File: src/cpu_settings.svh
/*
 * Core configuration for the 16-bit credit-fed pipeline.
 * Datapath and register widths, queue depth and the
 * credit counts on both links.
 */
`ifndef CPU_SETTINGS_SVH
`define CPU_SETTINGS_SVH

// Datapath and instruction word
`define DATA_W 16

// Register file
`define REG_IDX_W 3
`define REG_CNT 8

// Instruction queue entries, also the sender's starting credits
`define QUEUE_DEPTH 4

// Store link credits held by the core after reset
`define STORE_CREDITS 2

// Wide enough for QUEUE_DEPTH and STORE_CREDITS
`define CREDIT_W 3

`endif

File: src/cpu_pkg.sv
/*
 * Shared types for the pipeline.
 * Data and instruction words, register numbers, the
 * opcode encoding and the execute operations.
 */
`default_nettype none

`include "cpu_settings.svh"

package cpu_pkg;

	typedef logic [`DATA_W-1:0] word_t;
	typedef logic [`DATA_W-1:0] instr_t;
	typedef logic [`REG_IDX_W-1:0] reg_idx_t;

	// Opcode field, bits 15 to 11
	typedef enum logic [4:0] {
		NOP   = 5'b00001,
		ADDI  = 5'b01000,
		SUBI  = 5'b01001,
		XORI  = 5'b01010,
		ANDNI = 5'b01011,
		ST    = 5'b10000,
		SLBI  = 5'b10010,
		LBI   = 5'b11000,
		ALU_R = 5'b11011
	} op_code_e;

	// Operation carried from decode to execute
	typedef enum logic [2:0] {
		ALU_ADD,
		ALU_SUB,
		ALU_XOR,
		ALU_ANDN,
		ALU_PASS_B,
		ALU_SLBI
	} alu_op_e;

endpackage

`default_nettype wire

File: src/instr_queue.sv
/*
 * Instruction input queue.
 * Circular buffer filled by the outside sender, drained into
 * decode one word per cycle. Every issue returns a credit.
 */
`timescale 1ns/10ps
`default_nettype none

`include "cpu_settings.svh"

module instr_queue (
	input  wire logic            clk,
	input  wire logic            rst_n,
	input  wire logic            instr_valid,
	input  wire cpu_pkg::instr_t instr,
	input  wire logic            stall,
	output logic                 head_valid,
	output cpu_pkg::instr_t      head_instr,
	output logic                 instr_credit
);
	import cpu_pkg::*;

	localparam int DEPTH = `QUEUE_DEPTH;
	localparam int PTR_W = $clog2(DEPTH);
	localparam int CNT_W = `CREDIT_W;

	instr_t buffer [DEPTH];
	logic [PTR_W-1:0] wr_ptr;
	logic [PTR_W-1:0] rd_ptr;
	logic [CNT_W-1:0] count;
	logic push;
	logic pop;

	// Sender credits guarantee a free slot on every push
	assign push = instr_valid;
	assign pop = (count != '0) && !stall;

	assign head_valid = (count != '0);
	assign head_instr = buffer[rd_ptr];

	always_ff @(posedge clk) begin
		if (push)
			buffer[wr_ptr] <= instr;
	end

	always_ff @(posedge clk or negedge rst_n) begin
		if (!rst_n) begin
			wr_ptr <= '0;
			rd_ptr <= '0;
			count <= '0;
			instr_credit <= 1'b0;
		end else begin
			if (push)
				wr_ptr <= (wr_ptr == PTR_W'(DEPTH - 1)) ? '0 : wr_ptr + 1'b1;
			if (pop)
				rd_ptr <= (rd_ptr == PTR_W'(DEPTH - 1)) ? '0 : rd_ptr + 1'b1;
			count <= count + CNT_W'(push) - CNT_W'(pop);
			// One credit back per word handed to decode
			instr_credit <= pop;
		end
	end

endmodule

`default_nettype wire

File: src/register_file.sv
/*
 * Eight-entry register file.
 * Two combinational read ports and one write port; a read of
 * the register being written returns the new value.
 */
`timescale 1ns/10ps
`default_nettype none

`include "cpu_settings.svh"

module register_file (
	input  wire logic              clk,
	input  wire logic              rst_n,
	input  wire cpu_pkg::reg_idx_t rd_idx_a,
	input  wire cpu_pkg::reg_idx_t rd_idx_b,
	input  wire cpu_pkg::reg_idx_t wr_idx,
	input  wire logic              wr_en,
	input  wire cpu_pkg::word_t    wr_data,
	output cpu_pkg::word_t         rd_data_a,
	output cpu_pkg::word_t         rd_data_b
);
	import cpu_pkg::*;

	word_t regs [`REG_CNT];

	always_ff @(posedge clk or negedge rst_n) begin
		if (!rst_n) begin
			for (int i = 0; i < `REG_CNT; i++)
				regs[i] <= '0;
		end else if (wr_en) begin
			regs[wr_idx] <= wr_data;
		end
	end

	// Write-through so decode sees the writeback result this cycle
	assign rd_data_a = (wr_en && wr_idx == rd_idx_a) ? wr_data : regs[rd_idx_a];
	assign rd_data_b = (wr_en && wr_idx == rd_idx_b) ? wr_data : regs[rd_idx_b];

endmodule

`default_nettype wire

File: src/decode_stage.sv
/*
 * Decode stage.
 * Decodes the queue head, picks operands from the register
 * file or the execute result, and loads the decode/execute
 * register. Illegal opcodes turn into bubbles and set err.
 */
`timescale 1ns/10ps
`default_nettype none

`include "cpu_settings.svh"

module decode_stage (
	input  wire logic              clk,
	input  wire logic              rst_n,
	input  wire logic              stall,
	input  wire logic              head_valid,
	input  wire cpu_pkg::instr_t   head_instr,
	input  wire cpu_pkg::word_t    rd_data_a,
	input  wire cpu_pkg::word_t    rd_data_b,
	input  wire cpu_pkg::word_t    ex_fwd_data,
	input  wire cpu_pkg::reg_idx_t ex_fwd_idx,
	input  wire logic              ex_fwd_en,
	output cpu_pkg::reg_idx_t      rd_idx_a,
	output cpu_pkg::reg_idx_t      rd_idx_b,
	output logic                   ex_valid,
	output cpu_pkg::alu_op_e       ex_op,
	output cpu_pkg::word_t         ex_a,
	output cpu_pkg::word_t         ex_b,
	output cpu_pkg::word_t         ex_store_data,
	output cpu_pkg::reg_idx_t      ex_dest,
	output logic                   ex_wen,
	output logic                   ex_store,
	output logic                   err
);
	import cpu_pkg::*;

	op_code_e opcode;
	alu_op_e dec_op;
	word_t imm5_s;
	word_t imm5_z;
	word_t imm8_s;
	word_t imm8_z;
	word_t opnd_a;
	word_t opnd_b;
	word_t dec_b;
	reg_idx_t dec_dest;
	logic dec_wen;
	logic dec_store;
	logic legal;

	assign opcode = op_code_e'(head_instr[15:11]);

	// Rs and the second register field sit at fixed positions
	assign rd_idx_a = head_instr[10:8];
	assign rd_idx_b = head_instr[7:5];

	assign imm5_s = {{(`DATA_W-5){head_instr[4]}}, head_instr[4:0]};
	assign imm5_z = {{(`DATA_W-5){1'b0}}, head_instr[4:0]};
	assign imm8_s = {{(`DATA_W-8){head_instr[7]}}, head_instr[7:0]};
	assign imm8_z = {{(`DATA_W-8){1'b0}}, head_instr[7:0]};

	// Execute result wins over the register file
	assign opnd_a = (ex_fwd_en && ex_fwd_idx == rd_idx_a) ? ex_fwd_data : rd_data_a;
	assign opnd_b = (ex_fwd_en && ex_fwd_idx == rd_idx_b) ? ex_fwd_data : rd_data_b;

	always_comb begin
		dec_op = ALU_ADD;
		dec_b = opnd_b;
		dec_dest = head_instr[7:5];
		dec_wen = 1'b1;
		dec_store = 1'b0;
		legal = 1'b1;
		case (opcode)
			NOP: dec_wen = 1'b0;
			ADDI: dec_b = imm5_s;
			SUBI: begin
				dec_op = ALU_SUB;
				dec_b = imm5_s;
			end
			XORI: begin
				dec_op = ALU_XOR;
				dec_b = imm5_z;
			end
			ANDNI: begin
				dec_op = ALU_ANDN;
				dec_b = imm5_z;
			end
			// Address is Rs plus imm5, data comes from bits 7 to 5
			ST: begin
				dec_b = imm5_s;
				dec_wen = 1'b0;
				dec_store = 1'b1;
			end
			LBI: begin
				dec_op = ALU_PASS_B;
				dec_b = imm8_s;
				dec_dest = head_instr[10:8];
			end
			SLBI: begin
				dec_op = ALU_SLBI;
				dec_b = imm8_z;
				dec_dest = head_instr[10:8];
			end
			ALU_R: begin
				dec_dest = head_instr[4:2];
				case (head_instr[1:0])
					2'b00: dec_op = ALU_ADD;
					2'b01: dec_op = ALU_SUB;
					2'b10: dec_op = ALU_XOR;
					default: dec_op = ALU_ANDN;
				endcase
			end
			default: begin
				dec_wen = 1'b0;
				legal = 1'b0;
			end
		endcase
	end

	always_ff @(posedge clk or negedge rst_n) begin
		if (!rst_n) begin
			ex_valid <= 1'b0;
			ex_wen <= 1'b0;
			ex_store <= 1'b0;
			err <= 1'b0;
		end else if (!stall) begin
			ex_valid <= head_valid && legal;
			ex_wen <= dec_wen;
			ex_store <= dec_store;
			// Sticky until reset
			if (head_valid && !legal)
				err <= 1'b1;
		end
	end

	always_ff @(posedge clk) begin
		if (!stall) begin
			ex_op <= dec_op;
			ex_a <= opnd_a;
			ex_b <= dec_b;
			ex_store_data <= opnd_b;
			ex_dest <= dec_dest;
		end
	end

endmodule

`default_nettype wire

File: src/execute_stage.sv
/*
 * Execute stage.
 * ALU on the decoded operands, result forwarded back to
 * decode, and the execute/writeback register.
 */
`timescale 1ns/10ps
`default_nettype none

module execute_stage (
	input  wire logic              clk,
	input  wire logic              rst_n,
	input  wire logic              stall,
	input  wire logic              ex_valid,
	input  wire cpu_pkg::alu_op_e  ex_op,
	input  wire cpu_pkg::word_t    ex_a,
	input  wire cpu_pkg::word_t    ex_b,
	input  wire cpu_pkg::word_t    ex_store_data,
	input  wire cpu_pkg::reg_idx_t ex_dest,
	input  wire logic              ex_wen,
	input  wire logic              ex_store,
	output cpu_pkg::word_t         ex_fwd_data,
	output cpu_pkg::reg_idx_t      ex_fwd_idx,
	output logic                   ex_fwd_en,
	output logic                   wb_wen,
	output cpu_pkg::reg_idx_t      wb_idx,
	output cpu_pkg::word_t         wb_data,
	output logic                   wb_store,
	output cpu_pkg::word_t         wb_store_data
);
	import cpu_pkg::*;

	word_t result;

	always_comb begin
		case (ex_op)
			ALU_ADD: result = ex_a + ex_b;
			// Subtract is reversed, B minus A
			ALU_SUB: result = ex_b - ex_a;
			ALU_XOR: result = ex_a ^ ex_b;
			ALU_ANDN: result = ex_a & ~ex_b;
			ALU_SLBI: result = (ex_a << 8) | ex_b;
			default: result = ex_b;
		endcase
	end

	// For stores the result is the address and is never forwarded
	assign ex_fwd_data = result;
	assign ex_fwd_idx = ex_dest;
	assign ex_fwd_en = ex_valid && ex_wen;

	always_ff @(posedge clk or negedge rst_n) begin
		if (!rst_n) begin
			wb_wen <= 1'b0;
			wb_store <= 1'b0;
		end else if (!stall) begin
			wb_wen <= ex_valid && ex_wen;
			wb_store <= ex_valid && ex_store;
		end
	end

	always_ff @(posedge clk) begin
		if (!stall) begin
			wb_idx <= ex_dest;
			wb_data <= result;
			wb_store_data <= ex_store_data;
		end
	end

endmodule

`default_nettype wire

File: src/store_port.sv
/*
 * Store output port.
 * Sends writeback stores to the data memory link while a
 * credit is held, and stalls the pipeline when none is left.
 */
`timescale 1ns/10ps
`default_nettype none

`include "cpu_settings.svh"

module store_port (
	input  wire logic           clk,
	input  wire logic           rst_n,
	input  wire logic           wb_store,
	input  wire cpu_pkg::word_t wb_data,
	input  wire cpu_pkg::word_t wb_store_data,
	input  wire logic           store_credit,
	output logic                store_valid,
	output cpu_pkg::word_t      store_addr,
	output cpu_pkg::word_t      store_data,
	output logic                stall
);
	localparam int CREDIT_W = `CREDIT_W;
	localparam int INIT_CREDITS = `STORE_CREDITS;

	logic [CREDIT_W-1:0] credits;
	logic have_credit;

	assign have_credit = (credits != '0);

	assign store_valid = wb_store && have_credit;
	assign store_addr = wb_data;
	assign store_data = wb_store_data;

	// Hold the whole pipe until the sink returns a credit
	assign stall = wb_store && !have_credit;

	always_ff @(posedge clk or negedge rst_n) begin
		if (!rst_n)
			credits <= CREDIT_W'(INIT_CREDITS);
		else
			credits <= credits - CREDIT_W'(store_valid) + CREDIT_W'(store_credit);
	end

endmodule

`default_nettype wire

File: src/cpu_top.sv
/*
 * Top level of the credit-fed 16-bit pipeline.
 * Instruction queue, decode with register file, execute and
 * the store port, wired as a three-stage pipe.
 */
`timescale 1ns/10ps
`default_nettype none

module cpu_top (
	input  wire logic            clk,
	input  wire logic            rst_n,
	input  wire logic            instr_valid,
	input  wire cpu_pkg::instr_t instr,
	input  wire logic            store_credit,
	output logic                 instr_credit,
	output logic                 store_valid,
	output cpu_pkg::word_t       store_addr,
	output cpu_pkg::word_t       store_data,
	output logic                 err
);
	import cpu_pkg::*;

	logic stall;

	// Queue to decode
	logic head_valid;
	instr_t head_instr;

	// Register file ports
	reg_idx_t rd_idx_a;
	reg_idx_t rd_idx_b;
	word_t rd_data_a;
	word_t rd_data_b;

	// Decode/execute register
	logic ex_valid;
	alu_op_e ex_op;
	word_t ex_a;
	word_t ex_b;
	word_t ex_store_data;
	reg_idx_t ex_dest;
	logic ex_wen;
	logic ex_store;

	// Execute result back to decode
	word_t ex_fwd_data;
	reg_idx_t ex_fwd_idx;
	logic ex_fwd_en;

	// Writeback register
	logic wb_wen;
	reg_idx_t wb_idx;
	word_t wb_data;
	logic wb_store;
	word_t wb_store_data;

	instr_queue u_instr_queue (
		.clk          (clk),
		.rst_n        (rst_n),
		.instr_valid  (instr_valid),
		.instr        (instr),
		.stall        (stall),
		.head_valid   (head_valid),
		.head_instr   (head_instr),
		.instr_credit (instr_credit)
	);

	decode_stage u_decode_stage (
		.clk           (clk),
		.rst_n         (rst_n),
		.stall         (stall),
		.head_valid    (head_valid),
		.head_instr    (head_instr),
		.rd_data_a     (rd_data_a),
		.rd_data_b     (rd_data_b),
		.ex_fwd_data   (ex_fwd_data),
		.ex_fwd_idx    (ex_fwd_idx),
		.ex_fwd_en     (ex_fwd_en),
		.rd_idx_a      (rd_idx_a),
		.rd_idx_b      (rd_idx_b),
		.ex_valid      (ex_valid),
		.ex_op         (ex_op),
		.ex_a          (ex_a),
		.ex_b          (ex_b),
		.ex_store_data (ex_store_data),
		.ex_dest       (ex_dest),
		.ex_wen        (ex_wen),
		.ex_store      (ex_store),
		.err           (err)
	);

	register_file u_register_file (
		.clk       (clk),
		.rst_n     (rst_n),
		.rd_idx_a  (rd_idx_a),
		.rd_idx_b  (rd_idx_b),
		.wr_idx    (wb_idx),
		.wr_en     (wb_wen),
		.wr_data   (wb_data),
		.rd_data_a (rd_data_a),
		.rd_data_b (rd_data_b)
	);

	execute_stage u_execute_stage (
		.clk           (clk),
		.rst_n         (rst_n),
		.stall         (stall),
		.ex_valid      (ex_valid),
		.ex_op         (ex_op),
		.ex_a          (ex_a),
		.ex_b          (ex_b),
		.ex_store_data (ex_store_data),
		.ex_dest       (ex_dest),
		.ex_wen        (ex_wen),
		.ex_store      (ex_store),
		.ex_fwd_data   (ex_fwd_data),
		.ex_fwd_idx    (ex_fwd_idx),
		.ex_fwd_en     (ex_fwd_en),
		.wb_wen        (wb_wen),
		.wb_idx        (wb_idx),
		.wb_data       (wb_data),
		.wb_store      (wb_store),
		.wb_store_data (wb_store_data)
	);

	store_port u_store_port (
		.clk           (clk),
		.rst_n         (rst_n),
		.wb_store      (wb_store),
		.wb_data       (wb_data),
		.wb_store_data (wb_store_data),
		.store_credit  (store_credit),
		.store_valid   (store_valid),
		.store_addr    (store_addr),
		.store_data    (store_data),
		.stall         (stall)
	);

endmodule

`default_nettype wire

File: config.mk
export PLATFORM = sky130hd
export DESIGN_NAME = cpu_top
export DESIGN_NICKNAME = d
export VERILOG_FILES = /design/src/cpu_pkg.sv /design/src/instr_queue.sv /design/src/register_file.sv /design/src/decode_stage.sv /design/src/execute_stage.sv /design/src/store_port.sv /design/src/cpu_top.sv
export VERILOG_INCLUDE_DIRS = /design/src
export SDC_FILE = /design/constraint.sdc
export NUM_CORES = 1
export LEC_CHECK = 0
export BUFFER_PORTS_ARGS = -buffer_cell sky130_fd_sc_hd__buf_2
export CAP_MARGIN = 30
export CORE_ASPECT_RATIO = 1.5
export CORE_MARGIN = 2
export CORE_UTILIZATION = 55
export DETAILED_ROUTE_END_ITERATION = 16
export PLACE_DENSITY = 0.72
export SLEW_MARGIN = 20
export SYNTH_ARGS = -nofsm -noshare
export SYNTH_HDL_FRONTEND = slang
export SYNTH_SLANG_ARGS = --single-unit
File: constraint.sdc
create_clock -name clk -period 4.6 [get_ports clk]
set_input_delay 0 -clock clk [delete_from_list [all_inputs] [get_ports clk]]
set_output_delay 0 -clock clk [all_outputs]
set_load 0.01 [all_outputs]
==> Yosys cells after proc, flatten, opt, wreduce, memory -nomap -nowiden <==
Memory sizes are Yosys's and may differ from the RTL's.
Cells that the tools add are included.
{ "totals": {"in_bits": 20, "latch_bits": 0, "mem_bits_rw": 64, "mem_bits_ro": 0, "elab_cells": 119, "ff_bits": 234, "output_inout_bits": 35, "memories": 1} }
{ "mem_list": {"columns": ["memory", "depth", "word_bits", "read_ports", "rd_clocked_by_memory_dff", "wr", "line_no", "text"], "rows": [
  ["u_instr_queue.buffer", 4, 16, 1, 0, 1, "instr_queue.sv:27", "instr_t buffer [DEPTH];"]
]} }
{ "classes": {"n_mul": 0, "order_cmp": 4, "n_mux": 25, "div_mod_pow": 0, "bitwise_logic": 8, "n_eq_ne": 21, "addsub": 8, "n_shift": 0, "reduce_logical": 25} }
{ "ops": {"columns": ["operator", "count"], "rows": [
  ["$mux 16", 9],
  ["$bwmux 128", 1],
  ["$bmux 16 s3", 2],
  ["$pmux 16 s5", 1],
  ["$pmux 16 s4", 1],
  ["$demux 16 s3", 1],
  ["$eq 5x4->1 const B", 4],
  ["$eq 5x5->1 const B", 4],
  ["$pmux 3 s6", 1],
  ["$add 16x16->16", 1],
  ["$and 16x16->16", 1],
  ["$not 16->16", 1],
  ["$or 16x16->16", 1],
  ["$sub 16x16->16", 1],
  ["$xor 16x16->16", 1],
  ["$eq 3x3->1", 4],
  ["$ge 4x4->1 const B", 3],
  ["$logic_and 1x1->1", 12],
  ["$not 3->4", 3],
  ["$reduce_or 9->1", 1],
  ["$reduce_or 7->1", 1],
  ["$add 3x1->3", 2],
  ["$eq 2x2->1 const B", 3],
  ["$eq 3x2->1 const B", 2],
  ["19 further kinds", 30]
]} }

==> Logic depth before layout (Yosys ltp) <==
An unclocked memory read counts as a cell.
{ "logic_depth": {"ltp_word": 8, "mapped_depth": 14, "ltp_nobuf": 14} }

==> Cells and area by module <==
Synthesis repeated with hierarchy kept, for this count alone.
{ "unflattened": {"cells_unflattened": 1136, "area_unflattened_um2": 16570.9} }
{ "modules_own_cells": {"columns": ["mod", "area_per_inst_um2", "seq_area_each_um2", "cells_each", "n_inst"], "rows": [
  ["register_file", 7508.5, 3203.1, 452, 1],
  ["execute_stage", 3105.5, 1101.1, 339, 1],
  ["instr_queue", 2790.2, 2122.0, 123, 1],
  ["decode_stage", 2747.6, 1721.7, 177, 1],
  ["store_port", 419.2, 76.3, 45, 1]
]} }

==> Least setup slack after synthesis <==
No wires, ideal clock.
{ "synth_path": {"path_type": "register to register", "from": "register u_store_port.credits[1]", "to": "register u_instr_queue.count[2]", "path_stages_with_launch": 11, "setup_slack_ns": 0.321, "required_time_ns": 4.476, "n_path_buf": 0, "setup_ns": 0.124, "arrival_time_ns": 4.155, "synth_period_minus_slack_ns": 4.279, "cell_sequence": "dfstp_2 nor3_1 nand2_1 o31a_1 ha_1 inv_1 ha_1 inv_1 fa_1 xnor2_1 xnor2_1"} }
{ "synth_via": {"elab_chain_len": 6} }
{ "synth_rtl": {"columns": ["element", "line_no", "text"], "rows": [
  ["start: declaration", "store_port.sv:26", "logic [CREDIT_W-1:0] credits;"],
  ["start signal: assignment", "store_port.sv:40", "credits <= CREDIT_W'(INIT_CREDITS);"],
  ["start signal: assignment", "store_port.sv:42", "credits <= credits - CREDIT_W'(store_valid) + CREDIT_W'(store_credit);"],
  ["$reduce_bool 3->1", "store_port.sv:29", "assign have_credit = (credits != '0);"],
  ["$logic_not 1->1", "store_port.sv:36", "assign stall = wb_store && !have_credit;"],
  ["$logic_and 1x1->1", "store_port.sv:36", null],
  ["$logic_not 1->1", null, null],
  ["$logic_and 1x1->1", "instr_queue.sv:36", "assign pop = (count != '0) && !stall;"],
  ["named net u_instr_queue.pop", "instr_queue.sv:32", "logic pop;"],
  ["$sub 3x1->3", "instr_queue.sv:57", "count <= count + CNT_W'(push) - CNT_W'(pop);"],
  ["end signal: assignment", "instr_queue.sv:57", null],
  ["end: declaration", "instr_queue.sv:30", "logic [CNT_W-1:0] count;"]
]} }
The timed path passes the listed nets, and every way through them passes these cells.
A chain may end at the register's enable or synchronous reset.

==> Worst setup path after layout <==
{ "layout_path": {"from": "register u_decode_stage.ex_a[2]", "to": "register u_decode_stage.ex_b[15], data pin"} }
{ "layout_via": {"elab_chain_len": 4, "word_cells_on_any_way": 5, "cone_classes": "add/sub: 2; mux: 3"} }
{ "layout_rtl": {"columns": ["element", "line_no", "text"], "rows": [
  ["start: declaration", "decode_stage.sv:27", "output cpu_pkg::word_t ex_a,"],
  ["start signal: assignment", "decode_stage.sv:139", "ex_a <= opnd_a;"],
  ["$sub 16x16->16 / $add 16x16->16 (equally long branches)", "execute_stage.sv:38, execute_stage.sv:36", null],
  ["$pmux 16 s5 (*)", "execute_stage.sv:35", "case (ex_op)"],
  ["$mux 16 (*)", "decode_stage.sv:64", "assign opnd_b = (ex_fwd_en && ex_fwd_idx == rd_idx_b) ? ex_fwd_data : rd_data_b;"],
  ["$pmux 16 s4 (*)", "decode_stage.sv:73", "case (opcode)"],
  ["named net u_decode_stage.dec_b[15]", "decode_stage.sv:45", "word_t dec_b;"],
  ["end signal: assignment", "decode_stage.sv:140", "ex_b <= dec_b;"],
  ["end: declaration", "decode_stage.sv:28", "output cpu_pkg::word_t ex_b,"]
]} }
Mark *: on every way through the listed nets, which the timed path passes. The rest lies on a longest branch.

==> flow_summary.ini <==
[pwr]
vdd_ir_drop_max_v = 0.000479
p_leak_nw = 7.63
pwr_density_cell_nw_per_um2 = 797

[cts]
cts_num_sinks = 298
clock_tree.htree_level_count = 1
cts.root.buffer_cell = clkbuf_16
clk_path_buf_depth = 3
clkSlewWorstSetupHoldPaths_ns = 0.07
tritoncts = built
post_cts.resized_instances = 0
cts_buffers = 28
worst_skew_late_latency_ns = 0.58

[detailed_routing]
detail_route.wl_per_cell_um = 23.1
ant_nets = 0
detailedRoute.firstIterationViolations = 692
detail_route.wirelength_um = 37700
firstDrtPassIters = 7
remaining_drc_errors = 0
via_per_inst = 6.32
vias = 10300

[synth]
synth_flop_cell = edfxtp_1
synth_top_cell_by_area = edfxtp_1
fraction_of_registers_with_async_set_reset_pct = 48.7
net_count_after_synthesis = 1263
synth.distinct_cells = 84
syn_avg_cell_area_um2 = 13.2
yosys_warnings = 0
syn_area_um2 = 15900
post_synth_main_area_contributors = edfxtp_1 (29%), dfrtp_1 (23%), mux2_2 (10%), mux4_2 (9.5%), ha_1 (3.2%)
synth_top_cell_area_share_pct = 28.9
netlist_instances = 1199
share_of_synthesized_area_occupied_by_flip_flops_and_latches_pct = 51.8
yosys_register_bits = 298
number_of_enable_type_register_cells_in_the_synthesized_netlist = 153

[hold_path]
min-delay-start = instr[15]
min-delay-path-class = in -> reg

[final_layout]
ant_cells = 0
multiInputGateArea_um2 = 7030
regArea_um2 = 8220
final_nets = 1324
final_layout_size_suffix_gt1_share_pct = 28.9
num-fill-cells = 2182
area.growth.synth_to_final_pct = 11.4

[timing]
tns_ns = 0
layout_min_cycle_time_ns = 4.07
final-hold-violation-count = 0
achievable-frequency_mhz = 246
maxSlewViolCount = 0
finalCritPeriodShare_pct = 88.4
finalClockSkew_ns = 0.0394
slew_headroom_pct = 36.0
fin_hold_ws_ns = 0.182
tightestPinTransition_ns = 0.956
count_of_final_setup_violators = 0
rsz0062_at_grt = false

[run_status]
status = complete, no violations

[run]
max-cap-violations = 0

[setup_path]
path_class = reg -> reg
maximum_fanout_encountered_on_the_critical_timing_path = 6
r2r_slack_ns = 0.53
timing.critical_path.from = u_decode_stage.ex_a[2]$_DFFE_PN_
worst_setup_path_end_kind = register
worst_r2r_src = u_decode_stage.ex_a[2]$_DFFE_PN_
worstPathArrival_ns = 4.33
worst-endpoint-required_ns = 4.86
crit_path_start_kind = register

[place]
port_buffers = 54
place.gp.congestion = 0.943
dp.final_hpwl_um = 26000

[die]
placement_rows = 76
boundaryPins = 55
die-area_um2 = 30300
initial_core_util_pct = 55.6
die_width_um = 143
die_h_um = 212
core_area_um2 = 28500

[global_route]
grt_start_max_net_pins = 84
grt_pass1_vias = 10800
grt_util_all_layers_pct = 25.7
grt_first_pass_wirelength_um = 59800
gr-total-overflow = 0
antenna_found_initial = 0
==> cell usage after synthesis (4+ instances only) <==
master      n
buf_6      11
clkbuf_1   30
o22ai_1     8
or3_1       4
xnor2_1    29
nor2_1     55
a22oi_1    14
a21oi_1    43
buf_2      21
o21ai_0    47
nand3_1    11
ha_1       41
mux2_2    141
and2_1      7
nor3b_1     6
nor3_1     14
o31ai_1     5
and3_1      5
inv_1      56
dfrtp_1   144
edfxtp_1  153
mux4_2     67
nand2_1    79
buf_1       9
o211ai_1   22
mux2i_1    49
nand4_1     5
o21ai_1     7
o221ai_1    6
nand2b_1    5
a21o_1      6
a211oi_1    8
xor2_1      7
nor2b_1     9
==> logic make-up (layout without fill, tap and decap cells) <==
kind of cell / after synthesis / in the layout / synth area share [%]
mux: 259 / 259 / 22.9
xor+xnor: 37 / 37 / 2.16
fa+ha+maj: 44 / 44 / 3.61
simple gates: 219 / 219 / 6.72
compound gates: 209 / 209 / 8.77
buf+inv: 133 / 216 / 4.06
flops: 298 / 298 / 51.8
==> final cells by class <==
| cell class | count | share of cell area [%] |
|---|---|---|
| Sequential cell | 298 | 46.5 |
| Multi-Input combinational cell | 768 | 39.8 |
| Clock buffer | 36 | 4.48 |
| Timing Repair Buffer | 107 | 4.44 |
| Tap cell | 351 | 2.48 |
| Inverter | 57 | 1.21 |
| Clock inverter | 16 | 1.10 |
==> worst max-delay path: stages, from the launching register on <==
cell and delay [ns]:
edfxtp_1 0.47, nor3_1 0.34, and3b_1 0.31, a21oi_1 0.11
xnor2_1 0.14, ha_1 0.36, and3_1 0.23, a211o_1 0.29
and2_1 0.16, o311ai_1 0.55, o21ai_0 0.17, a211oi_1 0.43
o221ai_1 0.19
==> power breakdown <==
group          leakage [nW]  switching [mW]  internal, mW
sequential             3.55           0.842          3.95
combinational          3.59            3.78          3.05
clock                 0.489            1.02          1.44
==> per-layer routing <==
metal | GRT usage (%) | vias to the layer above | wire [µm]
met1 | 32.2 | 5217 | 14500
met5 | 0 | - | 0
met3 | 2.77 | 84 | 2040
li1 | - | 4650 | -
met4 | 11.3 | 0 | 1540
met2 | 45.2 | 370 | 19600
==> final timing paths <==
| path | depth (start not counted) | to |
|---|---|---|
| setup / recovery | 12 | u_decode_stage.ex_b[15]$_DFFE_PN_ |
| hold / removal | 2 | u_instr_queue.buffer[1][15]$_DFFE_PP_ |
| setup reg to reg | 12 | u_decode_stage.ex_b[15]$_DFFE_PN_ |
| hold reg to reg | 0 | u_execute_stage.wb_store_data[1]$_DFFE_PN_ |
| max in group asynchronous | 4 | u_register_file.regs[107]$_DFFE_PN0P_ |
| min in group asynchronous | 4 | u_register_file.regs[52]$_DFFE_PN0P_ |
==> cells in the final DEF, fill, tap and decap left out, types with 6 or more instances in the layout <==
master         count
nor2b_1            9
dlygate4sd3_1     20
and2_1             7
inv_1             56
a21o_1             6
o221ai_1           6
ha_1              41
xnor2_1           29
clkbuf_16         29
o21ai_1            7
nor2_1            55
mux2i_1           49
a211oi_1           8
a22oi_1           14
nor3_1            12
a21oi_1           43
mux4_2            67
buf_4             28
xor2_1             7
mux2_2           141
o21ai_0           47
buf_2             53
clkinv_2           8
dfrtp_1          144
edfxtp_1         153
nand2_1           78
o22ai_1            8
nand3_1           11
o211ai_1          22
==> per-stage QoR <==
| step | std cells | total power [mW] | utilization [%] | setup slack (ns) | instance area [µm²] |
|---|---|---|---|---|---|
| 6_report | 1633 | 14.1 | 62.0 | 0.535 | 17700 |
| 5_1_grt | 1633 | 15.0 | 62.0 | 0.132 | 17700 |
| 4_1_cts | 1631 | 14.1 | 61.8 | 0.556 | 17600 |
| 3_5_place_dp | 1558 | 11.5 | 57.6 | 0.617 | 16400 |
| 3_3_place_gp | 1556 | 11.3 | 57.5 | 0.696 | 16400 |
| 2_1_floorplan | 1199 | 9.70 | - | 0.321 | 15900 |
==> repair_timing <==
| item | in CTS | in global routing |
|---|---|---|
| buffers inserted | 0 | 0 |
| hold endpoints to repair | 212 | 0 |
| hold buffers | 21 | 0 |
| setup endpoints to repair | 0 | 0 |
==> sequential cells by signal (all words and copies together) (netlist names) <==
register                       flops
u_register_file.regs             128
u_instr_queue.buffer              64
u_decode_stage.ex_a               16
u_decode_stage.ex_b               16
u_decode_stage.ex_store_data      16
u_execute_stage.wb_data           16
u_execute_stage.wb_store_data     16
u_decode_stage.ex_dest             3
u_decode_stage.ex_op               3
u_execute_stage.wb_idx             3
u_instr_queue.count                3
u_store_port.credits               3
u_instr_queue.rd_ptr               2
u_instr_queue.wr_ptr               2
u_decode_stage.err                 1
u_decode_stage.ex_store            1
u_decode_stage.ex_valid            1
u_decode_stage.ex_wen              1
u_execute_stage.wb_store           1
u_execute_stage.wb_wen             1
u_instr_queue.instr_credit         1
Power figures use the tool's default switching activity.
